<file path="src/mem_params.svh">
`ifndef MEM_PARAMS_SVH
`define MEM_PARAMS_SVH

// **************************************************
// backing memory geometry and timing.
// **************************************************
`define MEM_WORD_W   32    // one storage word.
`define MEM_LINE_W   128   // one fill line.
`define MEM_WORDS    128
`define MEM_ADDR_W   7     // word address width.
`define MEM_LATENCY  5     // cycles from line read strobe to response.

// **************************************************
// cache geometry.
// **************************************************
`define CACHE_LINES  4
`define LINE_WORDS   4     // words per line.
`define CACHE_OFF_W  2     // address bits 1 to 0 select the word.
`define CACHE_IDX_W  2     // address bits 3 to 2 select the line.
`define CACHE_TAG_W  3     // address bits 6 to 4 form the tag.

`endif
</file>
<file path="src/cache_pkg.sv">
`include "mem_params.svh"

package cache_pkg;

    typedef enum logic {
        OP_LOAD  = 1'b0,
        OP_STORE = 1'b1
    } mem_op_e;

    // request from the CPU side as it enters the lookup stage.
    typedef struct packed {
        logic                   valid;
        mem_op_e                op;
        logic [`MEM_ADDR_W-1:0] addr;
        logic [`MEM_WORD_W-1:0] data;
    } cpu_req_t;

    typedef struct packed {
        cpu_req_t req;
        logic     hit;   // tag matched at lookup time.
    } lookup_t;

    typedef struct packed {
        logic                   valid;
        logic                   store;   // a clear bit launches a line read.
        logic [`MEM_ADDR_W-1:0] addr;
        logic [`MEM_WORD_W-1:0] data;
    } fill_req_t;

    typedef struct packed {
        logic                   valid;
        logic [`MEM_LINE_W-1:0] line;
    } fill_rsp_t;

    typedef enum logic [1:0] {
        IDLE       = 2'd0,
        FILL_WAIT  = 2'd1,
        FILL_WRITE = 2'd2
    } resolve_state_e;

endpackage

</file>
<file path="src/cache_lookup.sv">
`timescale 1ns/1ps
`include "mem_params.svh"

module cache_lookup (
    input  logic                    clk,
    input  logic                    arst_n,
    input  cache_pkg::cpu_req_t     cpu_req,
    input  logic                    tag_we,
    input  logic [`CACHE_IDX_W-1:0] tag_index,
    input  logic [`CACHE_TAG_W-1:0] tag_value,
    input  logic                    stall,
    output cache_pkg::lookup_t      stage_out
);

    logic [`CACHE_TAG_W-1:0] tag_array [`CACHE_LINES];
    logic [`CACHE_LINES-1:0] valid_bits;

    cache_pkg::cpu_req_t     eval_req;
    logic [`CACHE_IDX_W-1:0] idx;
    logic [`CACHE_TAG_W-1:0] tag;
    logic                    hit;

    // while stalled the held request is checked again each cycle.
    // a fill may replace its line before the resolve stage takes it.
    assign eval_req = stall ? stage_out.req : cpu_req;

    assign idx = eval_req.addr[`CACHE_OFF_W +: `CACHE_IDX_W];
    assign tag = eval_req.addr[`MEM_ADDR_W-1 -: `CACHE_TAG_W];

    // **************************************************
    // tag compare.
    // **************************************************
    always_comb begin
        if (tag_we && (tag_index == idx)) begin
            hit = (tag_value == tag);   // the tag being written wins.
        end else begin
            hit = valid_bits[idx] && (tag_array[idx] == tag);
        end
    end

    // **************************************************
    // stage register and valid bits.
    // **************************************************
    always_ff @(posedge clk or negedge arst_n) begin
        if (!arst_n) begin
            stage_out  <= '0;
            valid_bits <= '0;
        end else begin
            stage_out.req <= eval_req;
            stage_out.hit <= hit;
            if (tag_we) begin
                valid_bits[tag_index] <= 1'b1;
            end
        end
    end

    always_ff @(posedge clk) begin
        if (tag_we) begin
            tag_array[tag_index] <= tag_value;
        end
    end

endmodule

</file>
<file path="config.mk">
export PLATFORM = sky130hd
export DESIGN_NAME = cache_lookup
export DESIGN_NICKNAME = d
export VERILOG_FILES = /design/src/cache_pkg.sv /design/src/cache_lookup.sv
export VERILOG_INCLUDE_DIRS = /design/src
export SDC_FILE = /design/constraint.sdc
export NUM_CORES = 1
export LEC_CHECK = 0
export BUFFER_PORTS_ARGS = -buffer_cell sky130_fd_sc_hd__buf_2
export CORE_UTILIZATION = 48
export DETAILED_ROUTE_END_ITERATION = 16
export GPL_TIMING_DRIVEN = 0
export PLACE_DENSITY = 0.76
export SYNTH_ARGS = -nofsm -noshare
export SYNTH_HDL_FRONTEND = slang
export SYNTH_SLANG_ARGS = --single-unit
</file>
<file path="constraint.sdc">
create_clock -name clk -period 1.9 [get_ports clk]
set_input_delay 0.57 -clock clk [delete_from_list [all_inputs] [get_ports clk]]
set_output_delay 0.57 -clock clk [all_outputs]
set_load 0.01 [all_outputs]
</file>
==> flow_summary.json <==
{
  "number_of_antenna_violations_at_the_first_check_in_global_routing": 0,
  "clk-insertion-delay-late_ns": 0.33,
  "netlist_area_before_placement_mm2": 0.00234,
  "dp_worst_setup_slack_ns": -0.0846,
  "rsz0062_at_grt": "false",
  "design.final.nets": 300,
  "pwr_density_cell_mw_per_mm2": 1030,
  "final_cycle_share_pct": 87.1,
  "grt_remaining_overflow": 0,
  "post_route_cells_drive_above_1_share_pct": 60.0,
  "routabilityCongestion": 0.741,
  "synth-seq-area-share_pct": 64.5,
  "fin_area_mm2": 0.00313,
  "cts_max_path_buffers": 2,
  "maximum_number_of_pins_on_one_net_before_global_route_repair": 47,
  "postSynthAreaPerCell_um2": 15.7,
  "drt-total-wl_um": 4270,
  "post_cts.repair.setup_buffers": 0,
  "static_leakage_power_nw": 1.47,
  "viasPerCell": 4.79,
  "maxCapViolations": 0,
  "gr-usage-met2_pct": 28.3,
  "postLayoutCoreUtil_pct": 66.3,
  "mean_routed_wirelength_per_cell_um": 13.3,
  "critical_path.cell_chain": "buf_6 > mux2i_1 > buf_6 > mux2i_1 > xnor2_1 > and3_1 > a31oi_1 > o21ai_1",
  "crit-reg2reg-launch": "stage_out[36]$_DFF_PN0_",
  "timing.critical_path.to_type": "flop",
  "route.antenna.remaining_nets": 0,
  "floorplan_die_area_mm2": 0.00517,
  "remaining_drc_errors": 0,
  "htree_levels": 3,
  "timing.critical_path.buf_inv": 2,
  "r2r_slack_ns": 0.27,
  "grtUsageMet3_pct": 6.25,
  "port_buffers": 90,
  "final_cell_mix": "93 x sky130_fd_sc_hd__buf_2, 46 x sky130_fd_sc_hd__dfrtp_1, 36 x sky130_fd_sc_hd__mux2_2",
  "netlist.top_cell.by_area": "sky130_fd_sc_hd__dfrtp_1",
  "track_usage_pct": 18.2,
  "hpwlAfterDp_um": 3070,
  "postCtsHoldBufs": 0,
  "grt_pass1_wl_um": 6910,
  "gr-max-usage-layer": "met2",
  "post_synthesis_instance_total": 149,
  "postSynthNetCount": 199,
  "timing.slew.headroom_pct": 33.7,
  "worst_path_largest_cell_delay_ns": 0.28,
  "antennaDiodeCount": 0,
  "synthesis.yosys.warnings": 0,
  "final_hold_viol_count": 0,
  "critical_path_arrival_ns": 1.86,
  "vdd_drop_max_mv": 0.699,
  "hold_slack_ns": 0.407,
  "synthDistinctLibCells": 20,
  "cts.sink_count": 58,
  "chipWidth_um": 71.9,
  "path_clk_slew_ns": 0.07,
  "critical_path_required_ns": 2.11,
  "drt_first_iter_violations": 42,
  "post_dp_cell_area_mm2": 0.00288,
  "via_count": 1541,
  "drt_pre_antenna_iters": 4,
  "grt_pass1_vias": 1542,
  "actual_slew_at_the_worst_max_slew_pin_ns": 0.995,
  "hp-class": "primary input to asynchronous set/reset pin",
  "leading_cell_type_in_the_layout_fill_and_taps_excluded": "sky130_fd_sc_hd__buf_2",
  "io-pin-count": 92,
  "cts_tree": "yes",
  "library_cell_contributing_the_largest_single_delay_on_the_critical_path": "sky130_fd_sc_hd__mux2i_1",
  "worstSetupPathType": "primary input to flop",
  "use_met1_pct": 21.4,
  "ys_ff_latch": 58,
  "post-route-min-period_ns": 1.65,
  "crit_path_max_fanout": 10,
  "cts_root_buffer": "sky130_fd_sc_hd__clkbuf_8",
  "fp.dieH_um": 71.9,
  "fillers": 361,
  "critical_path.reg2reg.endpoint": "stage_out[0]$_DFF_PN0_",
  "status": "finished, final reports clean",
  "final_skew_ns": 0.00560,
  "netlist_top_cells_area": "sky130_fd_sc_hd__dfrtp_1 49%, sky130_fd_sc_hd__mux2_2 17%, sky130_fd_sc_hd__edfxtp_1 15%",
  "count_of_pins_over_their_slew_limit": 0,
  "setup_violations": 0,
  "area_share_of_the_largest_cell_type_after_synthesis_pct": 49.1,
  "numCtsBuffers": 9,
  "cts.repair.resized": 0,
  "timing.critical_path.from_type": "primary input",
  "row_count": 25,
  "initial_core_util_pct": 49.6,
  "fmax_mhz": 604,
  "area.growth.synth_to_final_pct": 33.5,
  "critPathTopFamily": "multiplexers",
  "final_ws_setup_ns": 0.246,
  "rr_worst_depth": 7,
  "placeable_core_region_mm2": 0.00472
}
power breakdown:
group          total [W]  switching [W]  internal [W]
clock network    0.00135       0.000470      0.000879
logic           0.000445       0.000216      0.000228
registers        0.00142      0.0000421       0.00138
routing by layer:
metal	part of all wire (%)	wire, um
met1	44	1860
met5	0	0
met4	2.9	125
met3	5.4	232
met2	48	2050
flip-flops by register name, summed over array words and instances, names as in the netlist:
| name | cells |
|---|---|
| stage_out | 42 |
| valid_bits | 4 |
| tag_array | 12 |
metrics by stage:
step / TNS, ns / power, W / cells
final: 0 / 0.00321 / 322
after global routing: 0 / 0.00336 / 322
after CTS: 0 / 0.00325 / 322
after detailed placement: -0.0846 / 0.00189 / 306
after global placement: -0.0966 / 0.00188 / 306
after floorplan: 0 / 0.00169 / 149
logic make-up after synthesis:
kind of cell,Yosys count,share of synthesized area (%)
AOI/OAI and AO/OA,5,1.28
xor gates and xnor gates,11,4.91
buffers and inverters,12,3.04
DFF,58,64.5
muxes,49,23.0
and+or+nand+nor,14,3.31
cell type report:
class | count | area, um2 | share of cell area [%]
inverters | 6 | 22.5 | 0.719
well taps | 67 | 83.8 | 2.68
repair buffers | 90 | 450 | 14.4
clock inverters | 2 | 35.0 | 1.12
multi-input cells | 79 | 762 | 24.3
flip-flops and latches | 58 | 1510 | 48.3
clock buffers | 14 | 216 | 6.91
plain buffers | 6 | 48.8 | 1.56
synthesized netlist by cell type:
library cell,n
sky130_fd_sc_hd__nor3b_1,1
sky130_fd_sc_hd__edfxtp_1,12
sky130_fd_sc_hd__o21ai_1,1
sky130_fd_sc_hd__a31oi_1,4
sky130_fd_sc_hd__buf_6,3
sky130_fd_sc_hd__mux2i_1,12
sky130_fd_sc_hd__xnor2_1,9
sky130_fd_sc_hd__nand2_1,2
sky130_fd_sc_hd__or2_2,4
sky130_fd_sc_hd__mux2i_2,1
sky130_fd_sc_hd__nor3_1,2
sky130_fd_sc_hd__xor2_1,1
sky130_fd_sc_hd__xor2_4,1
sky130_fd_sc_hd__inv_1,6
sky130_fd_sc_hd__dfrtp_1,46
sky130_fd_sc_hd__nor2_1,1
sky130_fd_sc_hd__buf_2,3
sky130_fd_sc_hd__mux2_2,36
sky130_fd_sc_hd__and3_1,3
sky130_fd_sc_hd__nand3_1,1
how the worst max path moves through the flow:
stage | slack (ns) | startpoint | end | cells after the start
6_report | 0.25 | stall | stage_out[0]$_DFF_PN0_ | 8
5_1_grt | 0.13 | stage_out[36]$_DFF_PN0_ | stage_out[0]$_DFF_PN0_ | 7
4_1_cts | 0.25 | stall | stage_out[0]$_DFF_PN0_ | 8
3_5_place_dp | -0.08 | stall | stage_out[0]$_DFF_PN0_ | 8
3_3_place_gp | -0.1 | stall | stage_out[0]$_DFF_PN0_ | 8
2_1_floorplan | 0.07 | stall | stage_out[0]$_DFF_PN0_ | 8
(Power assumes the default switching activity.)
