--- src/mem_params.svh ---
`ifndef MEM_PARAMS_SVH
`define MEM_PARAMS_SVH

// **************************************************
// backing memory geometry and timing.
// **************************************************
`define MEM_WORD_W   32    // one storage word.
`define MEM_LINE_W   128   // one fill line.
`define MEM_WORDS    128
`define MEM_ADDR_W   7     // word address width.
`define MEM_LATENCY  5     // cycles from line read strobe to response.

// **************************************************
// cache geometry.
// **************************************************
`define CACHE_LINES  4
`define LINE_WORDS   4     // words per line.
`define CACHE_OFF_W  2     // address bits 1 to 0 select the word.
`define CACHE_IDX_W  2     // address bits 3 to 2 select the line.
`define CACHE_TAG_W  3     // address bits 6 to 4 form the tag.

`endif
--- src/cache_pkg.sv ---
`include "mem_params.svh"

package cache_pkg;

    typedef enum logic {
        OP_LOAD  = 1'b0,
        OP_STORE = 1'b1
    } mem_op_e;

    // request from the CPU side as it enters the lookup stage.
    typedef struct packed {
        logic                   valid;
        mem_op_e                op;
        logic [`MEM_ADDR_W-1:0] addr;
        logic [`MEM_WORD_W-1:0] data;
    } cpu_req_t;

    typedef struct packed {
        cpu_req_t req;
        logic     hit;   // tag matched at lookup time.
    } lookup_t;

    typedef struct packed {
        logic                   valid;
        logic                   store;   // a clear bit launches a line read.
        logic [`MEM_ADDR_W-1:0] addr;
        logic [`MEM_WORD_W-1:0] data;
    } fill_req_t;

    typedef struct packed {
        logic                   valid;
        logic [`MEM_LINE_W-1:0] line;
    } fill_rsp_t;

    typedef enum logic [1:0] {
        IDLE       = 2'd0,
        FILL_WAIT  = 2'd1,
        FILL_WRITE = 2'd2
    } resolve_state_e;

endpackage

--- src/cache_resolve.sv ---
`timescale 1ns/1ps
`include "mem_params.svh"

module cache_resolve (
    input  logic                    clk,
    input  logic                    arst_n,
    input  cache_pkg::lookup_t      stage_in,
    input  cache_pkg::fill_rsp_t    fill_rsp,
    output cache_pkg::fill_req_t    fill_req,
    output logic                    tag_we,
    output logic [`CACHE_IDX_W-1:0] tag_index,
    output logic [`CACHE_TAG_W-1:0] tag_value,
    output logic                    stall,
    output logic [`MEM_WORD_W-1:0]  load_data,
    output logic                    load_valid
);

    cache_pkg::resolve_state_e state;
    cache_pkg::resolve_state_e state_next;

    logic [`LINE_WORDS-1:0][`MEM_WORD_W-1:0] data_array [`CACHE_LINES];
    logic [`LINE_WORDS-1:0][`MEM_WORD_W-1:0] fill_line;   // line held from the response.
    logic [`MEM_ADDR_W-1:0]                  miss_addr;

    logic [`CACHE_IDX_W-1:0] idx;
    logic [`CACHE_OFF_W-1:0] word_sel;
    logic [`CACHE_OFF_W-1:0] miss_word;
    logic                    accept;
    logic                    is_load;
    logic                    is_store;
    logic                    load_hit;
    logic                    load_miss;
    logic                    fill_done;

    assign idx      = stage_in.req.addr[`CACHE_OFF_W +: `CACHE_IDX_W];
    assign word_sel = stage_in.req.addr[`CACHE_OFF_W-1:0];

    // requests are only taken while no refill is running.
    assign accept    = (state == cache_pkg::IDLE) && stage_in.req.valid;
    assign is_load   = accept && (stage_in.req.op == cache_pkg::OP_LOAD);
    assign is_store  = accept && (stage_in.req.op == cache_pkg::OP_STORE);
    assign load_hit  = is_load && stage_in.hit;
    assign load_miss = is_load && !stage_in.hit;
    assign fill_done = (state == cache_pkg::FILL_WAIT) && fill_rsp.valid;

    assign miss_word = miss_addr[`CACHE_OFF_W-1:0];
    assign stall     = (state != cache_pkg::IDLE);
    assign tag_we    = (state == cache_pkg::FILL_WRITE);
    assign tag_index = miss_addr[`CACHE_OFF_W +: `CACHE_IDX_W];
    assign tag_value = miss_addr[`MEM_ADDR_W-1 -: `CACHE_TAG_W];

    // **************************************************
    // refill FSM.
    // **************************************************
    always_comb begin
        state_next = state;
        case (state)
            cache_pkg::IDLE: begin
                if (load_miss) begin
                    state_next = cache_pkg::FILL_WAIT;
                end
            end
            cache_pkg::FILL_WAIT: begin
                if (fill_rsp.valid) begin
                    state_next = cache_pkg::FILL_WRITE;
                end
            end
            cache_pkg::FILL_WRITE: state_next = cache_pkg::IDLE;
            default:               state_next = cache_pkg::IDLE;
        endcase
    end

    always_ff @(posedge clk or negedge arst_n) begin
        if (!arst_n) begin
            state      <= cache_pkg::IDLE;
            fill_req   <= '0;
            load_valid <= 1'b0;
        end else begin
            state          <= state_next;
            // every store goes to memory, a miss asks for its line.
            fill_req.valid <= is_store || load_miss;
            fill_req.store <= is_store;
            fill_req.addr  <= stage_in.req.addr;
            fill_req.data  <= stage_in.req.data;
            load_valid     <= load_hit || tag_we;
        end
    end

    // **************************************************
    // data array and returned word.
    // **************************************************
    always_ff @(posedge clk) begin
        if (load_miss) begin
            miss_addr <= stage_in.req.addr;
        end
        if (fill_done) begin
            fill_line <= fill_rsp.line;
        end
        if (is_store && stage_in.hit) begin
            data_array[idx][word_sel] <= stage_in.req.data;   // write-through update.
        end
        if (tag_we) begin
            data_array[tag_index] <= fill_line;
        end
        if (load_hit) begin
            load_data <= data_array[idx][word_sel];
        end else if (tag_we) begin
            load_data <= fill_line[miss_word];
        end
    end

endmodule

--- config.mk ---
export PLATFORM = sky130hd
export DESIGN_NAME = cache_resolve
export DESIGN_NICKNAME = d
export VERILOG_FILES = /design/src/cache_pkg.sv /design/src/cache_resolve.sv
export VERILOG_INCLUDE_DIRS = /design/src
export SDC_FILE = /design/constraint.sdc
export NUM_CORES = 1
export LEC_CHECK = 0
export BUFFER_PORTS_ARGS = -buffer_cell sky130_fd_sc_hd__buf_2
export CORE_ASPECT_RATIO = 1.4
export CORE_UTILIZATION = 30
export CTS_CLUSTER_SIZE = 40
export DETAILED_ROUTE_END_ITERATION = 7
export HOLD_SLACK_MARGIN = 0.03
export PLACE_DENSITY_LB_ADDON = 0.2
export SETUP_SLACK_MARGIN = 0.4
export SLEW_MARGIN = 10
export SYNTH_ARGS = -nofsm -noshare
export SYNTH_HDL_FRONTEND = slang
export SYNTH_SLANG_ARGS = --single-unit
--- constraint.sdc ---
create_clock -name clk -period 13.35 [get_ports clk]
set_input_delay 0.6675 -clock clk [delete_from_list [all_inputs] [get_ports clk]]
set_output_delay 0.6675 -clock clk [all_outputs]
set_load 0.02 [all_outputs]
==> run_results.csv <==
group,metric,value,unit
run_status,status,"complete, no violations",
layout,nets,2077,
setup_path,startpoint_type,"register",
pwr,pwr-share-clk,0.421,
die,die_w,260,µm
synthesis,synth_top_cell_by_area,"edfxtp_1",
worst_hold_path,hold_depth,1,
die,die_h,364,µm
layout,syn2layout_area_growth,18.7,%
die,core,92500,µm²
sta,rsz0062_at_grt,"false",
setup_path,path_cells,"nand2b_2 > buf_4 > inv_4 > buf_4 > buf_2",
routing,drtAntennaViolNets,0,
placed_design,port_buffers,253,
routing,wl_per_cell,27.2,µm
clock_tree,cts_resized,0,
worst_hold_path,hp-class,"input port to register",
setup_path,crit_required,12680,ps
synthesis,synth_top_family_by_area,"multiplexers",
pwr,internal-power,0.00391,W
pwr,p_per_area,153,nW/µm²
clock_tree,cts-htree-levels,3,
pwr,ir_drop,0.000111,V
layout,final_layout_size_suffix_gt1_frac,0.248,
synthesis,synth_mux_area_frac,0.120,
setup_path,arrival,3380,ps
synthesis,syn_avg_cell_area,17.1,µm²
clock_tree,cts_max_path_buffers,3,
synthesis,synthXorXnorAreaFrac,0,
synthesis,synthAdderAreaFrac,0,
setup_path,crit_type,"register to primary output",
die,dieArea,94700,µm²
setup_path,reg2regPathDepth,5,
grt,grt_antenna_before_repair,5,
placed_design,dp.cells,3029,
clock_tree,cts_tree,"done",
sta,worst_pin_slew,1280,ps
grt,grt_pass1_vias,16079,
die,pin_count,254,
synthesis,synth_seq_area_share,0.767,
synthesis,synth_commonest_cells,"edfxtp_1 (679), nand2_1 (288), mux2i_1 (192), nor2_1 (83)",
synthesis,synth-edff-count,679,
pwr,power_frac_comb,0.070,
sta,finalSetupTns,0,ps
clock_tree,clk_latency,640,ps
grt,grt_max_degree,73,
sta,finalCritPeriodShare,0.303,
routing,first_pass_iters,6,
pwr,p_sw_frac,0.231,
sta,fin_crit,4040,ps
setup_path,critPathSlowestCell,"buf_4",
layout,diodes,0,
clock_tree,clock-sinks,723,
synthesis,syn_nets,1813,
grt,grt_use_total,0.181,
routing,viasPerCell,4.99,
pwr,netSwitchingPower,0.00117,W
synthesis,synth.most_common_cell,"edfxtp_1",
synthesis,yosysWarnings,0,
clock_tree,numCtsBuffers,76,
pwr,p_leak,11.8,nW
synthesis,synth_ff_type,"edfxtp_1",
sta,hold_viol,0,
placed_design,dp_hpwl,58400,µm
setup_path,rrSetupSlack,9850,ps
die,num_rows,132,
pwr,seq_power_share,0.509,
synthesis,syn-cell-area,28000,µm²
sta,fin_skew,28.9,ps
sta,setup_viol,0,
clock_tree,holdBufCountCts,0,
synthesis,synth_area_leaders,"edfxtp_1 (73%), mux2i_1 (6.9%), mux4_2 (5.1%), dfrtp_1 (3.9%), nand2_1 (3.9%)",
sta,slew_headroom,0.145,
setup_path,critPathMaxStageDelay,790,ps
die,start_util,0.303,
clock_tree,post_cts_buffers,0,
grt,grt_overflow,0,
synthesis,ys_ff_latch,723,
synthesis,syn_inst,1640,
routing,route.detailed.drc,0,
routing,wirelength,86300,µm
setup_path,crit_fanout,71,
routing,drt-initial-drc-count,1385,
worst_hold_path,hold_start,"stage_in[28]",
setup_path,critPathCaptureType,"primary output",
sta,slew_violations,0,
clock_tree,cts_root_buf,"clkbuf_16",
synthesis,yosys.area_share.simple,0.0547,
synthesis,synthArstFlopShare,0.0609,
setup_path,cp_common_cell,"buf_4",
grt,grt_pass1_wl,121000,µm
sta,max_freq,247,MHz
placed_design,place.gp.congestion,0.836,
routing,via_count,15819,
layout,fin_cells,3173,
clock_tree,path_clk_slew,60,ps
synthesis,yosysUniqueCellTypes,32,
synthesis,synth_compound_area_frac,0.0388,
synthesis,yosysTopAreaCellShare,0.727,
worst_hold_path,hold_end,"fill_req[27]$_DFF_PN0_",
setup_path,r2r-start,"state[0]$_DFFE_PN0P_",
setup_path,r2r_end,"data_array[1][52]$_DFFE_PP_",
flow_run,max-cap-violations,0,
## critical path: cells and delay by family (launching register included)
kind          cells  cell delay (ps)
buf+inv           4             2030
flops             1              410
simple gates      1              180
## layout make-up
type                            instances  area [µm²]
Multi-Input combinational cell        816        6130
Timing Repair Buffer                  281        1610
Tap cell                             1206        1510
Fill cell                            8806       59200
Inverter                                6        25.0
Clock buffer                          102        2100
Clock inverter                         39         402
Sequential cell                       723       21500
## power by group through the flow
| stage | registers (W) | clock network, W | logic (W) |
|---|---|---|---|
| 6_report | 0.00259 | 0.00214 | 0.000353 |
| 5_1_grt | 0.00259 | 0.00225 | 0.000378 |
| 4_1_cts | 0.00259 | 0.00218 | 0.000361 |
| 3_5_place_dp | 0.00263 | 0 | 0.000359 |
| 3_3_place_gp | 0.00263 | 0 | 0.000354 |
| 2_1_floorplan | 0.00264 | 0 | 0.000170 |
## metrics by stage
step / util / hold WS (ps) / cell area (µm²) / total power [W] / setup WS [ps]
finish: 0.360 / 153 / 33300 / 0.00508 / 9310
CTS: 0.359 / 124 / 33200 / 0.00513 / 9330
floorplan: - / 372 / 28000 / 0.00281 / 6740
detailed placement: 0.332 / 562 / 30700 / 0.00299 / 9110
global placement: 0.331 / 561 / 30600 / 0.00299 / 9150
global route: 0.360 / 141 / 33300 / 0.00522 / 9190
## sequential cells by signal (all words and copies together) (netlist names)
register and flops:
data_array 512, fill_line 128, fill_req 41, load_data 32
load_valid 1, miss_addr 7, state 2
## layer usage
layer  routed length, µm  vias to the layer above  GRT usage  part of all wire
met2               42200                      718      0.306              0.49
li1                    -                     6865          -                 -
met3                5600                      135     0.0326             0.065
met5                  27                        -          0           0.00031
met1               35700                     8097      0.232              0.41
met4                2820                        4     0.0638             0.033
## cell families after synthesis
kind of cell | Yosys count
and+or+nand+nor | 392
DFF | 723
muxes | 256
buffers and inverters | 101
AOI/OAI and AO/OA | 168
## how the worst max path moves through the flow
| stage | start | to | slack, ps | cells after the start |
|---|---|---|---|---|
| 4_1_cts | state[0]$_DFFE_PN0P_ | tag_we | 9330 | 5 |
| 3_5_place_dp | stage_in[36] | data_array[3][52]$_DFFE_PP_ | 9110 | 6 |
| 2_1_floorplan | fill_rsp[128] | fill_line[0]$_DFFE_PP_ | 6740 | 2 |
| 6_report | state[0]$_DFFE_PN0P_ | tag_we | 9310 | 5 |
| 3_3_place_gp | stage_in[36] | data_array[3][52]$_DFFE_PP_ | 9150 | 6 |
| 5_1_grt | state[0]$_DFFE_PN0P_ | tag_we | 9190 | 5 |
## layout by cell type (no fill, tap or decap), types with 2 or more instances in the layout
master	count
clkinv_1	4
mux4_2	64
clkinv_2	19
bufinv_16	7
inv_1	5
nand2b_2	2
buf_16	4
mux2i_1	192
nand3b_1	2
clkbuf_1	17
buf_12	3
inv_4	2
and2_1	2
o21ai_1	32
nor3b_1	2
clkbuf_16	77
a31oi_1	37
inv_6	5
o22ai_1	64
buf_2	250
buf_4	23
a221oi_1	32
a21oi_1	2
dfrtp_1	44
clkbuf_8	8
nor3_1	2
clkinvlp_4	2
nor2_1	66
nor2_4	17
nand2b_1	3
nand2_1	288
edfxtp_1	679
(Power assumes the default switching activity.)
